[src/source/ninjin_macros.svh]
// ninjin shared constants
// bus widths, register count and register word indices

`ifndef NINJIN_MACROS_SVH
`define NINJIN_MACROS_SVH

// AXI4-Lite bus geometry
`define NINJIN_DATA_WIDTH 32
`define NINJIN_ADDR_WIDTH 7
`define NINJIN_LSB        2

// lower half host-to-logic, upper half logic-to-host
`define NINJIN_PORT       8

// host-to-logic words
`define REG_CTRL   0
`define REG_LEN    1
`define REG_OPA    2
`define REG_OPB    3

// logic-to-host words
`define REG_STATUS 4
`define REG_RESULT 5
`define REG_ITER   6
`define REG_RUNS   7

`endif

[src/source/ninjin_pkg.sv]
// ninjin shared types
// register word type, engine opcodes and engine FSM states

`include "ninjin_macros.svh"

package ninjin_pkg;

  // one register word, also the AXI data width
  typedef logic [`NINJIN_DATA_WIDTH-1:0] word_t;

  // opcode field, ctrl bits 9:8
  typedef enum logic [1:0] {
    op_sum  = 2'd0,
    op_pow  = 2'd1,
    op_rsv2 = 2'd2,
    op_rsv3 = 2'd3
  } opcode_t;

  // sequence engine FSM
  typedef enum logic [1:0] {
    st_idle = 2'd0,
    st_run  = 2'd1,
    st_done = 2'd2
  } engine_state_t;

endpackage

[src/source/ninjin_s_axi_lite.sv]
// ninjin AXI4-Lite slave
// eight-word register file with byte-strobe writes; the upper four words
// are refreshed from the engine on every cycle without a write

`timescale 1ns/10ps

`include "ninjin_macros.svh"

module ninjin_s_axi_lite
  import ninjin_pkg::*;
(
  input  logic                            clk,
  input  logic                            xrst,
  input  logic [`NINJIN_ADDR_WIDTH-1:0]   awaddr,
  input  logic [2:0]                      awprot,
  input  logic                            awvalid,
  input  word_t                           wdata,
  input  logic [`NINJIN_DATA_WIDTH/8-1:0] wstrb,
  input  logic                            wvalid,
  input  logic                            bready,
  input  logic [`NINJIN_ADDR_WIDTH-1:0]   araddr,
  input  logic [2:0]                      arprot,
  input  logic                            arvalid,
  input  logic                            rready,
  input  word_t                           out_port [`NINJIN_PORT-1:`NINJIN_PORT/2],
  output logic                            awready,
  output logic                            wready,
  output logic                            bvalid,
  output logic [1:0]                      bresp,
  output logic                            arready,
  output logic                            rvalid,
  output word_t                           rdata,
  output logic [1:0]                      rresp,
  output word_t                           in_port [`NINJIN_PORT/2-1:0]
);

  localparam int IDX_W  = `NINJIN_ADDR_WIDTH - `NINJIN_LSB;
  localparam int STRB_W = `NINJIN_DATA_WIDTH / 8;

  logic                          wr_ready_q;
  logic                          bvalid_q;
  logic                          arready_q;
  logic                          rvalid_q;
  logic [`NINJIN_ADDR_WIDTH-1:0] waddr_q;
  logic [`NINJIN_ADDR_WIDTH-1:0] raddr_q;
  logic [IDX_W-1:0]              waddr_idx;
  logic [IDX_W-1:0]              raddr_idx;
  word_t                         rdata_q;
  word_t                         port_q [`NINJIN_PORT-1:0];
  word_t                         rd_mux [2**IDX_W-1:0];
  logic                          wr_accept;
  logic                          ar_accept;
  logic                          port_we;
  logic                          port_re;

  // prot inputs carry no meaning here, responses are always OKAY
  assign bresp = 2'b00;
  assign rresp = 2'b00;

  // ========================================
  // write address / data channel
  // ========================================

  // one write in flight, so nothing new while a response is pending
  assign wr_accept = awvalid && wvalid && !wr_ready_q && !bvalid_q;
  assign port_we   = wr_ready_q && awvalid && wvalid;
  assign waddr_idx = waddr_q[`NINJIN_ADDR_WIDTH-1:`NINJIN_LSB];

  // awready and wready pulse together
  assign awready = wr_ready_q;
  assign wready  = wr_ready_q;

  always_ff @(posedge clk) begin
    if (!xrst) begin
      wr_ready_q <= 1'b0;
    end else begin
      wr_ready_q <= wr_accept;
    end
  end

  always_ff @(posedge clk) begin
    if (wr_accept) begin
      waddr_q <= awaddr;
    end
  end

  // ========================================
  // write response channel
  // ========================================

  assign bvalid = bvalid_q;

  always_ff @(posedge clk) begin
    if (!xrst) begin
      bvalid_q <= 1'b0;
    end else if (port_we) begin
      bvalid_q <= 1'b1;
    end else if (bready) begin
      bvalid_q <= 1'b0;
    end
  end

  // ========================================
  // read address channel
  // ========================================

  assign ar_accept = arvalid && !arready_q && !rvalid_q;
  assign port_re   = arready_q && arvalid && !rvalid_q;
  assign raddr_idx = raddr_q[`NINJIN_ADDR_WIDTH-1:`NINJIN_LSB];
  assign arready   = arready_q;

  always_ff @(posedge clk) begin
    if (!xrst) begin
      arready_q <= 1'b0;
    end else begin
      arready_q <= ar_accept;
    end
  end

  always_ff @(posedge clk) begin
    if (ar_accept) begin
      raddr_q <= araddr;
    end
  end

  // ========================================
  // read data channel
  // ========================================

  // word indices past the register file read as zero
  for (genvar i = 0; i < 2**IDX_W; i++) begin : g_rd_mux
    if (i < `NINJIN_PORT) begin : g_reg
      assign rd_mux[i] = port_q[i];
    end else begin : g_zero
      assign rd_mux[i] = '0;
    end
  end

  assign rvalid = rvalid_q;
  assign rdata  = rdata_q;

  always_ff @(posedge clk) begin
    if (!xrst) begin
      rvalid_q <= 1'b0;
    end else if (port_re) begin
      rvalid_q <= 1'b1;
    end else if (rready) begin
      rvalid_q <= 1'b0;
    end
  end

  // captured once, held until rready
  always_ff @(posedge clk) begin
    if (port_re) begin
      rdata_q <= rd_mux[raddr_idx];
    end
  end

  // ========================================
  // register file
  // ========================================

  always_ff @(posedge clk) begin
    if (!xrst) begin
      for (int i = 0; i < `NINJIN_PORT; i++) begin
        port_q[i] <= '0;
      end
    end else if (port_we) begin
      for (int i = 0; i < `NINJIN_PORT; i++) begin
        if (waddr_idx == IDX_W'(i)) begin
          for (int b = 0; b < STRB_W; b++) begin
            if (wstrb[b]) begin
              port_q[i][b*8 +: 8] <= wdata[b*8 +: 8];
            end
          end
        end
      end
    end else begin
      // engine side refresh
      for (int i = `NINJIN_PORT/2; i < `NINJIN_PORT; i++) begin
        port_q[i] <= out_port[i];
      end
    end
  end

  for (genvar i = 0; i < `NINJIN_PORT/2; i++) begin : g_in_port
    assign in_port[i] = port_q[i];
  end

  // ========================================
  // assertions
  // ========================================

  a_bvalid_hold: assert property (
    @(posedge clk) disable iff (!xrst)
    bvalid_q && !bready |=> bvalid_q
  ) else $error("bvalid dropped before bready");

  a_rdata_hold: assert property (
    @(posedge clk) disable iff (!xrst)
    rvalid_q && !rready |=> rvalid_q && $stable(rdata_q)
  ) else $error("read data changed while stalled");

  // master must keep both valids up through the ready pulse
  a_wr_ready_valid: assert property (
    @(posedge clk) disable iff (!xrst)
    wr_ready_q |-> awvalid && wvalid
  ) else $error("awready/wready without matching valid");

endmodule

[src/source/ninjin_seq_engine.sv]
// ninjin sequence engine
// runs one sum or power command per start edge, one iteration per cycle,
// and reports status, result, iteration count and run count

`timescale 1ns/10ps

`include "ninjin_macros.svh"

module ninjin_seq_engine
  import ninjin_pkg::*;
(
  input  logic  clk,
  input  logic  xrst,
  input  word_t ctrl,
  input  word_t len,
  input  word_t opa,
  input  word_t opb,
  output word_t status,
  output word_t result,
  output word_t iter_count,
  output word_t run_count
);

  // length field is the lower half word
  localparam int LEN_W = `NINJIN_DATA_WIDTH / 2;

  engine_state_t    state_q;
  opcode_t          op_in;
  opcode_t          op_q;
  logic             start_d;
  logic             start_pulse;
  logic             busy;
  logic             last_iter;
  logic             done_q;
  logic             err_q;
  logic [LEN_W-1:0] len_q;
  logic [LEN_W-1:0] iter_q;
  word_t            b_q;
  word_t            term_q;
  word_t            acc_q;
  word_t            runs_q;

  assign op_in       = opcode_t'(ctrl[9:8]);
  assign start_pulse = ctrl[0] && !start_d && (state_q == st_idle);
  assign busy        = (state_q == st_run);
  assign last_iter   = ((iter_q + 1'b1) == len_q);

  // start bit history for edge detect
  always_ff @(posedge clk) begin
    if (!xrst) begin
      start_d <= 1'b0;
    end else begin
      start_d <= ctrl[0];
    end
  end

  // ========================================
  // control FSM
  // ========================================

  always_ff @(posedge clk) begin
    if (!xrst) begin
      state_q <= st_idle;
      len_q   <= '0;
      iter_q  <= '0;
      acc_q   <= '0;
      runs_q  <= '0;
      done_q  <= 1'b0;
      err_q   <= 1'b0;
    end else begin
      case (state_q)
        st_idle: begin
          if (start_pulse) begin
            len_q  <= len[LEN_W-1:0];
            iter_q <= '0;
            done_q <= 1'b0;
            err_q  <= 1'b0;
            if (op_in == op_sum || op_in == op_pow) begin
              // sum starts from 0, power from a
              acc_q   <= (op_in == op_pow) ? opa : '0;
              state_q <= (len[LEN_W-1:0] == '0) ? st_done : st_run;
            end else begin
              // reserved opcode, abort
              acc_q   <= '0;
              err_q   <= 1'b1;
              state_q <= st_done;
            end
          end
        end
        st_run: begin
          iter_q <= iter_q + 1'b1;
          if (op_q == op_pow) begin
            acc_q <= acc_q * b_q;
          end else begin
            acc_q <= acc_q + term_q;
          end
          if (last_iter) begin
            state_q <= st_done;
          end
        end
        st_done: begin
          done_q  <= 1'b1;
          runs_q  <= runs_q + 1'b1;
          state_q <= st_idle;
        end
        default: begin
          state_q <= st_idle;
        end
      endcase
    end
  end

  // ========================================
  // operand latch and series term
  // ========================================

  always_ff @(posedge clk) begin
    if (start_pulse) begin
      op_q   <= op_in;
      b_q    <= opb;
      term_q <= opa;
    end else if (busy) begin
      term_q <= term_q + b_q;
    end
  end

  // status word: err, done, busy
  assign status     = {{(`NINJIN_DATA_WIDTH-3){1'b0}}, err_q, done_q, busy};
  assign result     = acc_q;
  assign iter_count = {{(`NINJIN_DATA_WIDTH-LEN_W){1'b0}}, iter_q};
  assign run_count  = runs_q;

  // ========================================
  // assertions
  // ========================================

  a_busy_done_excl: assert property (
    @(posedge clk) disable iff (!xrst)
    !(busy && done_q)
  ) else $error("busy and done set together");

  a_iter_bound: assert property (
    @(posedge clk) disable iff (!xrst)
    busy |=> iter_q <= len_q
  ) else $error("iteration count past latched length");

endmodule

[src/source/ninjin_top.sv]
// ninjin top level
// AXI4-Lite register file steering the sequence engine

`timescale 1ns/10ps

`include "ninjin_macros.svh"

module ninjin_top
  import ninjin_pkg::*;
(
  input  logic                            clk,
  input  logic                            xrst,
  input  logic [`NINJIN_ADDR_WIDTH-1:0]   awaddr,
  input  logic [2:0]                      awprot,
  input  logic                            awvalid,
  input  word_t                           wdata,
  input  logic [`NINJIN_DATA_WIDTH/8-1:0] wstrb,
  input  logic                            wvalid,
  input  logic                            bready,
  input  logic [`NINJIN_ADDR_WIDTH-1:0]   araddr,
  input  logic [2:0]                      arprot,
  input  logic                            arvalid,
  input  logic                            rready,
  output logic                            awready,
  output logic                            wready,
  output logic                            bvalid,
  output logic [1:0]                      bresp,
  output logic                            arready,
  output logic                            rvalid,
  output word_t                           rdata,
  output logic [1:0]                      rresp
);

  word_t in_port  [`NINJIN_PORT/2-1:0];
  word_t out_port [`NINJIN_PORT-1:`NINJIN_PORT/2];

  word_t ctrl;
  word_t len;
  word_t opa;
  word_t opb;
  word_t status;
  word_t result;
  word_t iter_count;
  word_t run_count;

  // host-to-logic words
  assign ctrl = in_port[`REG_CTRL];
  assign len  = in_port[`REG_LEN];
  assign opa  = in_port[`REG_OPA];
  assign opb  = in_port[`REG_OPB];

  // logic-to-host words
  assign out_port[`REG_STATUS] = status;
  assign out_port[`REG_RESULT] = result;
  assign out_port[`REG_ITER]   = iter_count;
  assign out_port[`REG_RUNS]   = run_count;

  ninjin_s_axi_lite u_regs (
    .clk      (clk),
    .xrst     (xrst),
    .awaddr   (awaddr),
    .awprot   (awprot),
    .awvalid  (awvalid),
    .wdata    (wdata),
    .wstrb    (wstrb),
    .wvalid   (wvalid),
    .bready   (bready),
    .araddr   (araddr),
    .arprot   (arprot),
    .arvalid  (arvalid),
    .rready   (rready),
    .out_port (out_port),
    .awready  (awready),
    .wready   (wready),
    .bvalid   (bvalid),
    .bresp    (bresp),
    .arready  (arready),
    .rvalid   (rvalid),
    .rdata    (rdata),
    .rresp    (rresp),
    .in_port  (in_port)
  );

  ninjin_seq_engine u_engine (
    .clk        (clk),
    .xrst       (xrst),
    .ctrl       (ctrl),
    .len        (len),
    .opa        (opa),
    .opb        (opb),
    .status     (status),
    .result     (result),
    .iter_count (iter_count),
    .run_count  (run_count)
  );

endmodule

[config.mk]
export PLATFORM = sky130hd
export DESIGN_NAME = ninjin_top
export DESIGN_NICKNAME = d
export VERILOG_FILES = /design/src/source/ninjin_pkg.sv /design/src/source/ninjin_s_axi_lite.sv /design/src/source/ninjin_seq_engine.sv /design/src/source/ninjin_top.sv
export VERILOG_INCLUDE_DIRS = /design/src /design/src/source
export SDC_FILE = /design/constraint.sdc
export NUM_CORES = 2
export LEC_CHECK = 0
export BUFFER_PORTS_ARGS = -buffer_cell sky130_fd_sc_hd__clkbuf_2
export CAP_MARGIN = 30
export CELL_PAD_IN_SITES_DETAIL_PLACEMENT = 0
export CELL_PAD_IN_SITES_GLOBAL_PLACEMENT = 1
export CORE_MARGIN = 5
export CORE_UTILIZATION = 47
export DETAILED_ROUTE_END_ITERATION = 7
export PLACE_DENSITY_LB_ADDON = 0.1
export SLEW_MARGIN = 30
export SYNTH_ARGS = -nofsm -noshare
export SYNTH_HDL_FRONTEND = slang
export SYNTH_SLANG_ARGS = --single-unit
[constraint.sdc]
create_clock -name clk -period 6.7 [get_ports clk]
set_input_delay 1.34 -clock clk [delete_from_list [all_inputs] [get_ports clk]]
set_output_delay 1.34 -clock clk [all_outputs]
set_load 0.02 [all_outputs]
==> flow_metrics.py <==
metrics = {
    "status": {
        "run_status": "finished, violations left",
        "violations": "negative setup slack",
    },
    "route": {
        "drt-total-wl_mm": 121,
        "vias_per_cell": 5.60,
        "antenna_left": 0,
        "vias": 29000,
        "wire_per_inst_um": 23.4,
        "drc": 0,
        "drt_iter0_markers": 2095,
        "dr.pass1.iters": 5,
    },
    "clock_tree": {
        "clk_latency_ns": 0.58,
        "cts_buffer_depth": 3,
        "clock-sinks": 469,
        "path_clk_slew_ns": 0.06,
        "cts-root-buf": "clkbuf_16",
        "cts_tree": "done",
        "cts_made_buffers": 47,
        "h-tree-depth": 2,
        "cts_hold_buf": 0,
    },
    "sta": {
        "max_freq_ghz": 0.139,
        "min_period_ns": 7.20,
        "worst_pin_slew_ns": 1.00,
        "rsz0062_at_grt": "yes",
        "slew_headroom": 0.330,
        "hold_violations": 0,
        "fin_crit_sh": 1.07,
        "setup_ws_ns": -0.499,
        "slew_violations": 0,
        "fin_skew_ns": 0.0167,
        "finalSetupViolCount": 12,
    },
    "critical_path": {
        "crit_buf_inv": 5,
        "critPathRequiredTime_ns": 7.10,
        "cp_max_fo": 4,
        "crit_type": "flop to flop",
        "critPathArrivalTime_ns": 7.60,
        "slowest_delay_ns": 0.57,
        "slowest_stage": "fa_2",
        "end_kind": "flop",
        "path_cells": "buf_6, buf_4, and2_4, fa_1, inv_1, fa_2, fa_1, fa_1, inv_2, fa_1, fa_2, fa_2, fa_2, ha_4, nand4_1, nor2_2, nand3_2, o31ai_2, buf_4, o21ai_4, o21a_1, xnor2_1, a222oi_1, o32ai_1",
        "startpoint_type": "flop",
        "worst_path_dominant_cell_family": "adder cells",
    },
    "power": {
        "total_power_w": 0.0115,
        "p_leak_nw": 19.7,
        "ir_worst_vdd_uv": 221,
        "p_per_area_nw_per_um2": 252,
    },
    "grt": {
        "grt_pass1_wl_mm": 187,
        "grt-ovfl-total": 0,
        "grt_usage": 0.271,
        "grt_pass1_vias": 30900,
        "grt_antenna_before_repair": 3,
        "grt_max_degree": 76,
    },
    "placement": {
        "port-buffer-count": 89,
        "pre_cts_ws_ns": -0.708,
        "dpl_cell_area_um2": 42900,
        "routabilityCongestion": 0.960,
        "hpwl_mm": 95.5,
    },
    "die": {
        "ios": 104,
        "dieArea_um2": 89300,
        "coreArea_um2": 83200,
        "die_w_um": 299,
        "rows": 106,
        "die_height_um": 299,
        "initial_core_util": 0.471,
    },
    "cells_and_area": {
        "drive_gt1_frac": 0.177,
        "stdcell_area_um2": 45600,
        "nets": 4719,
        "final_common_cell": "nand2_1",
        "final_cell_mix": "nand2_1, and2_1, inv_1",
        "syn2layout_area_growth_pct": 16.2,
        "utilization": 0.548,
    },
    "synth": {
        "syn_inst": 3806,
        "synth_area_um2": 39200,
        "synth_cell_types": 85,
        "synth.ff_latch_count": 469,
        "synthArstFlopShare": 0,
        "ys_warn_count": 0,
        "synth_ff_type": "edfxtp_1",
        "synth.avg_cell_area_um2": 10.3,
        "seq_area_frac_synth": 0.332,
        "synth-edff-count": 364,
    },
    "flow_run": {
        "maxCapViolCount": 0,
    },
    "min_path": {
        "hold_path.class": "flop to flop",
    },
}
==> layout make-up <==
| class | count | area, µm² |
|---|---|---|
| repair buffers | 396 | 3330 |
| inverters | 421 | 1580 |
| flip-flops and latches | 469 | 13000 |
| clock inverters | 21 | 317 |
| clock buffers | 66 | 1350 |
| multi-input cells | 2724 | 24600 |
| diodes | 1 | 2.50 |
| fillers | 7259 | 37600 |
| well taps | 1080 | 1350 |
==> timing repair <==
item / in CTS / in global routing
endpoints found under the setup margin: 16 / 18
gates cloned: 1 / 0
pin swaps: 85 / 76
setup buffers: 21 / 6
gates resized for setup: 117 / 66
==> cell usage after synthesis, types with 11 or more instances <==
master    count  area share
and2_1      474       0.076
xor2_1       76       0.017
nor2b_1      11      0.0018
a31oi_1      18      0.0029
ha_1        187       0.060
inv_1       420       0.040
buf_1        11      0.0011
nor2_1      187       0.018
dfxtp_1     105       0.054
a211oi_1     17      0.0033
a21o_1       31      0.0059
a21oi_1     163       0.021
xnor2_1     101       0.023
nand3_1      44      0.0056
edfxtp_1    364        0.28
o21ai_0     120       0.015
mux4_2       64       0.037
a22o_1       20      0.0045
nor3_1       17      0.0022
nand4_1      14      0.0022
clkbuf_1    168       0.016
mux2i_1      37      0.0094
fa_1        410        0.21
a22oi_1      13      0.0025
or3_1        15      0.0024
o21a_1       21      0.0040
and3_1       24      0.0038
nand2_1     497       0.048
==> state kept, by name, indices dropped and copies added, names as in the netlist, 2 cells and up <==
signal              flops
u_regs.waddr_q          5
u_engine.term_q        32
u_regs.port_q         256
u_engine.b_q           32
u_engine.len_q         16
u_engine.run_count     32
u_regs.raddr_q          5
u_engine.iter_q        16
u_regs.rdata           32
u_engine.state_q        2
u_engine.op_q           2
u_engine.result        32
==> cell families (layout without fill, tap and decap cells) <==
| logic type | after synthesis | after routing | share of synthesized area |
|---|---|---|---|
| multiplexers | 102 | 102 | 0.0465 |
| AO/OA/AOI/OAI | 498 | 498 | 0.0799 |
| adder cells (fa/ha/maj) | 597 | 597 | 0.269 |
| flip-flops | 469 | 469 | 0.332 |
| XOR/XNOR | 177 | 177 | 0.0395 |
| other | 1 | 5 | 0.0000957 |
| buffers and inverters | 616 | 904 | 0.0604 |
| AND/OR/NAND/NOR | 1346 | 1346 | 0.172 |
==> power breakdown <==
| group | internal [W] | switching, W |
|---|---|---|
| Sequential | 0.00326 | 0.0000989 |
| Clock | 0.00169 | 0.00117 |
| Combinational | 0.00242 | 0.00283 |
==> layer usage <==
layer / wire (µm) / global-route usage / part of all wire
met1: 51800 / 0.367 / 0.43
met4: 3720 / 0.0778 / 0.031
met3: 5680 / 0.0238 / 0.047
met2: 59800 / 0.470 / 0.49
met5: 0 / 0 / 0
==> metrics by stage <==
step | cells | hold WS (ns) | setup TNS (ns)
finish | 5178 | 0.448 | -3.88
global route | 5178 | 0.466 | -6.91
CTS | 5175 | 0.449 | -4.40
detailed placement | 5067 | 0.439 | -6.43
global placement | 5067 | 0.426 | -5.49
floorplan | 3809 | 0.421 | -0.0357
==> final timing paths <==
kind	startpoint	endpoint	slack, ns	cells past startpoint
worst max-delay path	u_engine.b_q[2]	u_engine.result[31]	-0.50	24
worst min-delay path	u_regs.port_q[0][117]	u_engine.b_q[21]	0.45	0
worst max register to register	u_engine.b_q[2]	u_engine.result[31]	-0.50	24
worst min register to register	u_regs.port_q[0][117]	u_engine.b_q[21]	0.45	0
Power figures use the tool's default switching activity.
